--- src/source/wb_pkg.sv ---
package wb_pkg;

    // issue width of the back end.
    localparam int NUM_LANES_DEF = 2;

    // architectural register file depth.
    localparam int NUM_REGS = 32;

    // architectural register index.
    typedef logic [4:0] reg_addr_t;

    // register and store data word.
    typedef logic [31:0] reg_data_t;

    // instruction address.
    typedef logic [31:0] pc_t;

    // per-cycle lane count, wide enough to hold NUM_LANES_DEF itself.
    typedef logic [$clog2(NUM_LANES_DEF + 1)-1:0] lane_cnt_t;

    // r0 is hardwired to zero and never written.
    localparam reg_addr_t ZERO_REG = '0;

endpackage

--- src/source/mem_stage_reg.sv ---
module mem_stage_reg
    import wb_pkg::*;
#(
    parameter int NUM_LANES = NUM_LANES_DEF
) (
    input  logic                           clk,
    input  logic                           rst,
    input  logic                           flush_i,
    input  logic                           advance_i,

    input  logic      [NUM_LANES-1:0]      valid_i,
    input  logic      [NUM_LANES-1:0]      excp_i,
    input  logic      [NUM_LANES-1:0]      refetch_i,
    input  logic      [NUM_LANES-1:0]      load_i,
    input  logic      [NUM_LANES-1:0]      store_i,
    input  logic      [NUM_LANES-1:0]      we_i,
    input  reg_addr_t [NUM_LANES-1:0]      waddr_i,
    input  reg_data_t [NUM_LANES-1:0]      wdata_i,
    input  pc_t       [NUM_LANES-1:0]      pc_i,
    input  logic      [NUM_LANES-1:0]      llbit_we_i,
    input  logic      [NUM_LANES-1:0]      llbit_val_i,

    output logic      [NUM_LANES-1:0]      m_valid_o,
    output logic      [NUM_LANES-1:0]      m_excp_o,
    output logic      [NUM_LANES-1:0]      m_refetch_o,
    output logic      [NUM_LANES-1:0]      m_load_o,
    output logic      [NUM_LANES-1:0]      m_store_o,
    output logic      [NUM_LANES-1:0]      m_we_o,
    output reg_addr_t [NUM_LANES-1:0]      m_waddr_o,
    output reg_data_t [NUM_LANES-1:0]      m_wdata_o,
    output pc_t       [NUM_LANES-1:0]      m_pc_o,
    output logic      [NUM_LANES-1:0]      m_llbit_we_o,
    output logic      [NUM_LANES-1:0]      m_llbit_val_o
);

    logic [NUM_LANES-1:0] keep;

    // lanes behind an excepting or refetching lane are squashed.
    always_comb begin
        logic kill;
        kill = 1'b0;
        for (int i = 0; i < NUM_LANES; i++) begin
            keep[i] = valid_i[i] & ~kill;
            if (keep[i] && (excp_i[i] || refetch_i[i])) begin
                kill = 1'b1;
            end
        end
    end

    always_ff @(posedge clk) begin
        if (rst || flush_i) begin
            m_valid_o    <= '0;
            m_excp_o     <= '0;
            m_refetch_o  <= '0;
            m_load_o     <= '0;
            m_store_o    <= '0;
            m_we_o       <= '0;
            m_llbit_we_o <= '0;
        end else if (advance_i) begin
            m_valid_o    <= keep;
            m_excp_o     <= excp_i;
            m_refetch_o  <= refetch_i;
            m_load_o     <= load_i;
            m_store_o    <= store_i;
            m_we_o       <= we_i;
            m_llbit_we_o <= llbit_we_i;
        end
    end

    always_ff @(posedge clk) begin
        if (advance_i) begin
            m_waddr_o     <= waddr_i;
            m_wdata_o     <= wdata_i;
            m_pc_o        <= pc_i;
            m_llbit_val_o <= llbit_val_i;
        end
    end

    for (genvar i = 0; i < NUM_LANES - 1; i++) begin : g_squash_chk
        for (genvar j = i + 1; j < NUM_LANES; j++) begin : g_later
            assert property (@(posedge clk) disable iff (rst)
                (m_valid_o[i] && (m_excp_o[i] || m_refetch_o[i])) |-> !m_valid_o[j]);
        end
    end

endmodule

--- src/source/wb_lane.sv ---
module wb_lane
    import wb_pkg::*;
(
    input  logic      clk,
    input  logic      rst,
    input  logic      flush_i,
    input  logic      advance_i,

    // from the memory stage register.
    input  logic      m_valid_i,
    input  logic      m_excp_i,
    input  logic      m_refetch_i,
    input  logic      m_store_i,
    input  logic      m_we_i,
    input  reg_addr_t m_waddr_i,
    input  reg_data_t m_wdata_i,
    input  pc_t       m_pc_i,
    input  logic      m_llbit_we_i,
    input  logic      m_llbit_val_i,

    // toward dispatch.
    output logic      fwd_we_o,
    output reg_addr_t fwd_waddr_o,
    output reg_data_t fwd_wdata_o,

    // toward the data cache.
    output logic      dc_flush_o,
    output logic      dc_store_commit_o,

    // commit record.
    output logic      w_valid_o,
    output logic      w_excp_o,
    output logic      w_we_o,
    output reg_addr_t w_waddr_o,
    output reg_data_t w_wdata_o,
    output pc_t       w_pc_o,
    output logic      w_llbit_we_o,
    output logic      w_llbit_val_o
);

    logic live;

    assign live = m_valid_i & ~m_excp_i;

    assign fwd_we_o    = m_we_i & live;
    assign fwd_waddr_o = m_waddr_i;
    assign fwd_wdata_o = m_wdata_i;

    assign dc_flush_o        = m_valid_i & (m_excp_i | m_refetch_i); // redirect stand-in.
    assign dc_store_commit_o = m_store_i & live;

    always_ff @(posedge clk) begin
        if (rst || flush_i) begin
            w_valid_o     <= 1'b0;
            w_excp_o      <= 1'b0;
            w_we_o        <= 1'b0;
            w_waddr_o     <= '0;
            w_wdata_o     <= '0;
            w_pc_o        <= '0;
            w_llbit_we_o  <= 1'b0;
            w_llbit_val_o <= 1'b0;
        end else if (advance_i) begin
            w_valid_o     <= m_valid_i;
            w_excp_o      <= m_excp_i;
            w_we_o        <= m_we_i;
            w_waddr_o     <= m_waddr_i;
            w_wdata_o     <= m_wdata_i;
            w_pc_o        <= m_pc_i;
            w_llbit_we_o  <= m_llbit_we_i;
            w_llbit_val_o <= m_llbit_val_i;
        end
    end

    assert property (@(posedge clk) disable iff (rst)
        m_excp_i |-> !dc_store_commit_o);

endmodule

--- src/source/commit_unit.sv ---
module commit_unit
    import wb_pkg::*;
#(
    parameter int NUM_LANES = NUM_LANES_DEF
) (
    input  logic                      clk,
    input  logic                      rst,
    input  logic                      advance_i,

    input  logic      [NUM_LANES-1:0] w_valid_i,
    input  logic      [NUM_LANES-1:0] w_excp_i,
    input  logic      [NUM_LANES-1:0] w_we_i,
    input  reg_addr_t [NUM_LANES-1:0] w_waddr_i,
    input  reg_data_t [NUM_LANES-1:0] w_wdata_i,
    input  pc_t       [NUM_LANES-1:0] w_pc_i,
    input  logic      [NUM_LANES-1:0] w_llbit_we_i,
    input  logic      [NUM_LANES-1:0] w_llbit_val_i,

    input  logic      [NUM_LANES-1:0] dc_store_i,
    input  logic      [NUM_LANES-1:0] dc_flush_i,
    input  reg_addr_t                 rf_raddr_i,

    output reg_data_t                 rf_rdata_o,
    output lane_cnt_t                 retire_cnt_o,
    output lane_cnt_t                 store_cnt_o,
    output logic                      dcache_flush_o,
    output logic                      excp_valid_o,
    output pc_t                       excp_pc_o,
    output logic                      llbit_o
);

    reg_data_t            rf [NUM_REGS];

    logic                 adv_q;   // lanes loaded a fresh record last edge.
    logic [NUM_LANES-1:0] st_pend; // store strobes aligned with the record.

    logic [NUM_LANES-1:0] commit_ok;
    logic [NUM_LANES-1:0] excp_hit;
    logic [NUM_LANES-1:0] wr_en;

    lane_cnt_t            retire_n;
    lane_cnt_t            store_n;
    pc_t                  excp_pc_n;
    logic                 llbit_n;

    assign commit_ok = w_valid_i & ~w_excp_i;
    assign excp_hit  = w_valid_i & w_excp_i;

    always_comb begin
        for (int i = 0; i < NUM_LANES; i++) begin
            wr_en[i] = commit_ok[i] & w_we_i[i] & (w_waddr_i[i] != ZERO_REG);
        end
    end

    always_comb begin
        retire_n  = '0;
        store_n   = '0;
        excp_pc_n = '0;
        llbit_n   = llbit_o;
        for (int i = 0; i < NUM_LANES; i++) begin
            if (commit_ok[i]) begin
                retire_n = retire_n + lane_cnt_t'(1);
            end
            if (st_pend[i] && w_valid_i[i]) begin
                store_n = store_n + lane_cnt_t'(1);
            end
            if (commit_ok[i] && w_llbit_we_i[i]) begin
                llbit_n = w_llbit_val_i[i]; // last lane wins.
            end
        end
        for (int i = NUM_LANES - 1; i >= 0; i--) begin
            if (excp_hit[i]) begin
                excp_pc_n = w_pc_i[i];
            end
        end
        if (|excp_hit) begin
            llbit_n = 1'b0;
        end
    end

    // nonblocking order lets the later lane win on a shared address.
    always_ff @(posedge clk) begin
        for (int i = 0; i < NUM_LANES; i++) begin
            if (adv_q && wr_en[i]) begin
                rf[w_waddr_i[i]] <= w_wdata_i[i];
            end
        end
    end

    assign rf_rdata_o = (rf_raddr_i == ZERO_REG) ? '0 : rf[rf_raddr_i];

    assign dcache_flush_o = |dc_flush_i;

    always_ff @(posedge clk) begin
        if (advance_i) begin
            st_pend <= dc_store_i;
        end
        if (adv_q && |excp_hit) begin
            excp_pc_o <= excp_pc_n;
        end
    end

    always_ff @(posedge clk) begin
        if (rst) begin
            adv_q        <= 1'b0;
            retire_cnt_o <= '0;
            store_cnt_o  <= '0;
            excp_valid_o <= 1'b0;
            llbit_o      <= 1'b0;
        end else begin
            adv_q        <= advance_i;
            retire_cnt_o <= adv_q ? retire_n : '0;
            store_cnt_o  <= adv_q ? store_n : '0;
            excp_valid_o <= adv_q & (|excp_hit);
            if (adv_q) begin
                llbit_o <= llbit_n;
            end
        end
    end

    // squash upstream leaves at most one excepting lane per record.
    assert property (@(posedge clk) disable iff (rst)
        $onehot0(w_valid_i & w_excp_i));

endmodule

--- src/source/wb_commit_top.sv ---
module wb_commit_top
    import wb_pkg::*;
#(
    parameter int NUM_LANES = NUM_LANES_DEF
) (
    input  logic                      clk,
    input  logic                      rst,
    input  logic                      flush_i,
    input  logic                      advance_i,

    input  logic      [NUM_LANES-1:0] valid_i,
    input  logic      [NUM_LANES-1:0] excp_i,
    input  logic      [NUM_LANES-1:0] refetch_i,
    input  logic      [NUM_LANES-1:0] load_i,
    input  logic      [NUM_LANES-1:0] store_i,
    input  logic      [NUM_LANES-1:0] we_i,
    input  reg_addr_t [NUM_LANES-1:0] waddr_i,
    input  reg_data_t [NUM_LANES-1:0] wdata_i,
    input  pc_t       [NUM_LANES-1:0] pc_i,
    input  logic      [NUM_LANES-1:0] llbit_we_i,
    input  logic      [NUM_LANES-1:0] llbit_val_i,

    output logic      [NUM_LANES-1:0] fwd_we_o,
    output reg_addr_t [NUM_LANES-1:0] fwd_waddr_o,
    output reg_data_t [NUM_LANES-1:0] fwd_wdata_o,
    output logic      [NUM_LANES-1:0] dc_flush_o,
    output logic      [NUM_LANES-1:0] dc_store_commit_o,

    input  reg_addr_t                 rf_raddr_i,
    output reg_data_t                 rf_rdata_o,
    output lane_cnt_t                 retire_cnt_o,
    output lane_cnt_t                 store_cnt_o,
    output logic                      dcache_flush_o,
    output logic                      excp_valid_o,
    output pc_t                       excp_pc_o,
    output logic                      llbit_o
);

    logic      [NUM_LANES-1:0] m_valid, m_excp, m_refetch, m_store, m_we;
    logic      [NUM_LANES-1:0] m_llbit_we, m_llbit_val;
    reg_addr_t [NUM_LANES-1:0] m_waddr;
    reg_data_t [NUM_LANES-1:0] m_wdata;
    pc_t       [NUM_LANES-1:0] m_pc;

    logic      [NUM_LANES-1:0] w_valid, w_excp, w_we, w_llbit_we, w_llbit_val;
    reg_addr_t [NUM_LANES-1:0] w_waddr;
    reg_data_t [NUM_LANES-1:0] w_wdata;
    pc_t       [NUM_LANES-1:0] w_pc;

    mem_stage_reg #(
        .NUM_LANES (NUM_LANES)
    ) u_mem_stage_reg (
        .clk, .rst, .flush_i, .advance_i,
        .valid_i, .excp_i, .refetch_i, .load_i, .store_i, .we_i,
        .waddr_i, .wdata_i, .pc_i, .llbit_we_i, .llbit_val_i,
        .m_valid_o     (m_valid),
        .m_excp_o      (m_excp),
        .m_refetch_o   (m_refetch),
        .m_load_o      (),              // loads need no writeback action.
        .m_store_o     (m_store),
        .m_we_o        (m_we),
        .m_waddr_o     (m_waddr),
        .m_wdata_o     (m_wdata),
        .m_pc_o        (m_pc),
        .m_llbit_we_o  (m_llbit_we),
        .m_llbit_val_o (m_llbit_val)
    );

    for (genvar g = 0; g < NUM_LANES; g++) begin : g_lane
        wb_lane u_wb_lane (
            .clk, .rst, .flush_i, .advance_i,
            .m_valid_i         (m_valid[g]),
            .m_excp_i          (m_excp[g]),
            .m_refetch_i       (m_refetch[g]),
            .m_store_i         (m_store[g]),
            .m_we_i            (m_we[g]),
            .m_waddr_i         (m_waddr[g]),
            .m_wdata_i         (m_wdata[g]),
            .m_pc_i            (m_pc[g]),
            .m_llbit_we_i      (m_llbit_we[g]),
            .m_llbit_val_i     (m_llbit_val[g]),
            .fwd_we_o          (fwd_we_o[g]),
            .fwd_waddr_o       (fwd_waddr_o[g]),
            .fwd_wdata_o       (fwd_wdata_o[g]),
            .dc_flush_o        (dc_flush_o[g]),
            .dc_store_commit_o (dc_store_commit_o[g]),
            .w_valid_o         (w_valid[g]),
            .w_excp_o          (w_excp[g]),
            .w_we_o            (w_we[g]),
            .w_waddr_o         (w_waddr[g]),
            .w_wdata_o         (w_wdata[g]),
            .w_pc_o            (w_pc[g]),
            .w_llbit_we_o      (w_llbit_we[g]),
            .w_llbit_val_o     (w_llbit_val[g])
        );
    end

    commit_unit #(
        .NUM_LANES (NUM_LANES)
    ) u_commit_unit (
        .clk, .rst, .advance_i,
        .w_valid_i     (w_valid),
        .w_excp_i      (w_excp),
        .w_we_i        (w_we),
        .w_waddr_i     (w_waddr),
        .w_wdata_i     (w_wdata),
        .w_pc_i        (w_pc),
        .w_llbit_we_i  (w_llbit_we),
        .w_llbit_val_i (w_llbit_val),
        .dc_store_i    (dc_store_commit_o),
        .dc_flush_i    (dc_flush_o),
        .rf_raddr_i,
        .rf_rdata_o, .retire_cnt_o, .store_cnt_o, .dcache_flush_o,
        .excp_valid_o, .excp_pc_o, .llbit_o
    );

endmodule

--- config.mk ---
export PLATFORM = sky130hd
export DESIGN_NAME = wb_commit_top
export DESIGN_NICKNAME = d
export VERILOG_FILES = /design/src/source/wb_pkg.sv /design/src/source/mem_stage_reg.sv /design/src/source/wb_lane.sv /design/src/source/commit_unit.sv /design/src/source/wb_commit_top.sv
export SDC_FILE = /design/constraint.sdc
export NUM_CORES = 2
export LEC_CHECK = 0
export ABC_CLOCK_PERIOD_IN_PS = 10500
export BUFFER_PORTS_ARGS = -buffer_cell sky130_fd_sc_hd__buf_4
export CAP_MARGIN = 25
export CORE_MARGIN = 2
export CORE_UTILIZATION = 38
export DETAILED_ROUTE_END_ITERATION = 10
export HOLD_SLACK_MARGIN = 0.02
export SLEW_MARGIN = 20
export SYNTH_ARGS = -nofsm -noshare
export SYNTH_HDL_FRONTEND = slang
export SYNTH_SLANG_ARGS = --single-unit
export TNS_END_PERCENT = 30
--- constraint.sdc ---
create_clock -name clk -period 10.5 [get_ports clk]
set_input_delay 1.05 -clock clk [delete_from_list [all_inputs] [get_ports clk]]
set_output_delay 1.05 -clock clk [all_outputs]
set_load 0.05 [all_outputs]
==> run_results.csv <==
group,metric,value,unit
logic_synthesis,ys_warn_count,0,
logic_synthesis,ys_seq_area_share,61.79,%
critical_path,critPathRequiredTime,9.45,ns
logic_synthesis,synth_flop_cell,"edfxtp_1",
timing,finalCritPeriodShare,53.00,%
timing,final_hold_viol_count,0,
cts,cts_hold_buf,0,
layout,fin_nets,4178,
power,power.total,12.24,mW
min_path,hold_class,"primary input to flop",
timing,rsz0062_at_grt,"no",
critical_path,cp_slowest_stage_delay,0.65,ns
logic_synthesis,synthXorXnorAreaFrac,0.02753,%
logic_synthesis,muxShareOfSynthArea,30.00,%
floorplan,start_util,38.18,%
floorplan,ios,314,
drt,wire_per_inst,28.96,µm
global_route,grt-ovfl-total,0,
floorplan,coreArea,166700,µm²
layout,layout-drive-gt1-share,47.08,%
timing,setup_viol,0,
logic_synthesis,ys_ff_latch,1365,
global_route,grt_max_degree,143,
drt,drt-met1-wl,77450,µm
global_route,first_global_vias,36190,
place,place_inst,6028,
floorplan,fp.dieW,413.2,µm
global_route,grt_pass1_wl,263600,µm
critical_path,worst_path_max_delay_cell,"buf_4",
cts,root_buffer,"clkbuf_16",
layout,post-route-util,44.24,%
critical_path,crit_chain,"buf_8 > buf_4 > buf_4 > mux4_2 > mux2i_1 > a221o_1 > a31oi_1 > buf_4",
cts,cts_resized,0,
place,dp_hpwl,98200,µm
critical_path,crit_type,"primary input to output pin",
logic_synthesis,synth_cells,3866,
floorplan,die_area,170800,µm²
logic_synthesis,synth_fa_ha_area_share,0,%
logic_synthesis,synth.distinct_cells,56,
drt,drc,0,
critical_path,path_max_fanout,63,
floorplan,std_cell_rows,150,
status,outcome,"completed",
cts,cts_tree,"yes",
floorplan,dieHeight,413.2,µm
global_route,grtUsageTotal,21.35,%
layout,fin_cells,6353,
drt,wirelength,184000,µm
logic_synthesis,synth_compound_area_share,2.690,%
timing,worst_pin_slew,1.089,ns
timing,max_freq,0.1797,GHz
drt,antenna_left,0,
place,gp_congestion,0.7569,
global_route,antenna_found_initial,3,
timing,relSlewSlack,27.39,%
critical_path,crit_top_cell,"buf_4",
logic_synthesis,synth_edf_count,1198,
drt,dr_total_vias,35870,
cts,clk_path_buf_depth,3,
cts,cts_setup_buffers,0,
cts,cts_htree_levels,4,
place,port_buffers,311,
layout,syn_to_final_growth,15.87,%
logic_synthesis,avgSynthCellArea,16.46,µm²
critical_path,path_delay_family,"buffers and inverters",
critical_path,path_buf_inv,4,
cts,cts.sink_count,1365,
critical_path,start_kind,"primary input",
drt,vias_per_cell,5.646,
critical_path,crit_path_end_kind,"output pin",
drt,wl_met3,11830,µm
cts,clk_pin_slew_worst_paths,0.06,ns
power,p_per_area,166.0,nW/µm²
power,peakVddDrop,181.4,µV
logic_synthesis,synth_simple_gate_area_share,2.088,%
layout,final_area,73730,µm²
logic_synthesis,synth_top_family_by_area,"multiplexers",
timing,setup_tns,0,ns
critical_path,worstPathArrival,4.51,ns
timing,period_needed,5.565,ns
timing,final_max_slew_viol_count,0,
drt,highest_layer,"met5",
place,placed_cell_area,68130,µm²
flow_run,maxCapViolCount,0,
timing,finClkSkew,0.04183,ns
drt,dr_wl_met2,89490,µm
power,p_leak,28.24,nW
drt,dr.pass1.iters,5,
logic_synthesis,synthArstFlopShare,0,%
cts,cts_buffers,158,
drt,drt_iter0_drc,3403,
logic_synthesis,syn_area,63630,µm²
cts,worstSkewPairLatency,0.82,ns
[cell families (layout without fill, tap and decap cells)]
| logic type | count (synthesis) | in the layout |
|---|---|---|
| AOI/OAI and AO/OA | 227 | 227 |
| xor gates and xnor gates | 2 | 2 |
| buffers and inverters | 488 | 737 |
| DFF | 1365 | 1365 |
| muxes | 1503 | 1503 |
| other | 1 | 35 |
| and+or+nand+nor | 280 | 280 |
[power breakdown]
group	switching, mW	internal, mW	leakage [nW]	total, mW
Combinational	0.437	0.330	11.6	0.767
Clock	2.36	3.08	2.47	5.43
Sequential	0.0846	5.95	14.2	6.04
[layer usage]
metal	vias to the layer above	track usage [%]
met2	1293	34.92
met1	18820	28.92
li1	15440	-
met3	311	3.749
met5	-	0
met4	2	6.621
[cell usage in the layout, fill, tap and decap left out, types with 6 or more instances in the layout]
master / netlist / routed
bufinv_16: 0 / 9
nor2_1: 184 / 167
a22o_1: 32 / 32
nand2_1: 29 / 27
o21ai_4: 0 / 9
clkbuf_1: 295 / 42
nor2_4: 4 / 21
dfxtp_2: 0 / 21
o21ai_0: 36 / 27
nand3_1: 8 / 7
o22ai_4: 0 / 17
mux2i_1: 287 / 287
nand3b_1: 6 / 6
clkinv_16: 0 / 6
dfxtp_1: 167 / 146
mux2_1: 26 / 26
a221o_1: 32 / 32
clkinv_2: 0 / 24
a22oi_1: 32 / 32
buf_8: 0 / 41
o2111ai_1: 8 / 8
clkbuf_16: 0 / 158
buf_4: 41 / 401
a221oi_1: 24 / 24
clkinv_1: 0 / 26
mux4_2: 224 / 224
a31oi_1: 32 / 32
edfxtp_1: 1198 / 1198
conb_1: 1 / 32
mux2_2: 966 / 966
[final timing paths]
path	startpoint	slack, ns	cells past startpoint	to
setup / recovery	rf_raddr_i[2]	4.94	8	rf_rdata_o[27]
hold / removal	pc_i[10]	0.40	1	u_mem_stage_reg.m_pc_o[10]
setup reg to reg	g_lane[0].u_wb_lane.w_valid_o	6.89	5	u_commit_unit.rf[2][23]
hold reg to reg	u_mem_stage_reg.m_pc_o[57]	0.48	2	g_lane[1].u_wb_lane.w_pc_o[25]
[cell usage after synthesis, types with 29 or more instances]
library cell | number | area (µm²)
buf_2 | 97 | 485.5
buf_1 | 45 | 168.9
clkbuf_1 | 295 | 1107
mux2_2 | 966 | 10880
a22oi_1 | 32 | 240.2
mux4_2 | 224 | 5045
a221o_1 | 32 | 320.3
nor2_1 | 184 | 690.7
o21ai_0 | 36 | 180.2
nand2_1 | 29 | 108.9
a22o_1 | 32 | 280.3
buf_4 | 41 | 307.8
dfxtp_1 | 167 | 3343
edfxtp_1 | 1198 | 35970
a31oi_1 | 32 | 200.2
mux2i_1 | 287 | 2873
[through the flow]
stage                     worst slack (ns)  hold WS, ns
after floorplan                      6.292       0.4516
after global placement               4.943       0.4626
after detailed placement             4.931       0.4709
after CTS                            4.916       0.3377
after global routing                 4.787       0.3616
final                                4.935       0.3973
[flip-flops by register name (all words and copies together), names as in the netlist, 10 cells and up]
signal and flops:
u_commit_unit.rf 1024, g_lane.u_wb_lane.w_pc_o 64, g_lane.u_wb_lane.w_wdata_o 64, u_mem_stage_reg.m_pc_o 64, u_mem_stage_reg.m_wdata_o 64, u_commit_unit.excp_pc_o 32, g_lane.u_wb_lane.w_waddr_o 10, u_mem_stage_reg.m_waddr_o 10
[worst register-to-register path, cell delays in order, from the launching register on]
cell and delay (ns):
dfxtp_1 0.39, nor2b_1 0.30, and3_1 0.35, nand3b_1 0.61, o21ai_4 0.94, buf_4 0.60
[final cells by class]
cell class | instances | area, µm²
multi-input combinational | 2044 | 22840
tap | 2204 | 2758
fill | 14790 | 92930
inverter | 2 | 10.01
sequential | 1365 | 39340
clock buffer | 205 | 4180
clock inverter | 86 | 924.6
timing repair buffer | 444 | 3666
antenna | 3 | 7.507
Note: power is estimated with default switching activity, not from simulation.
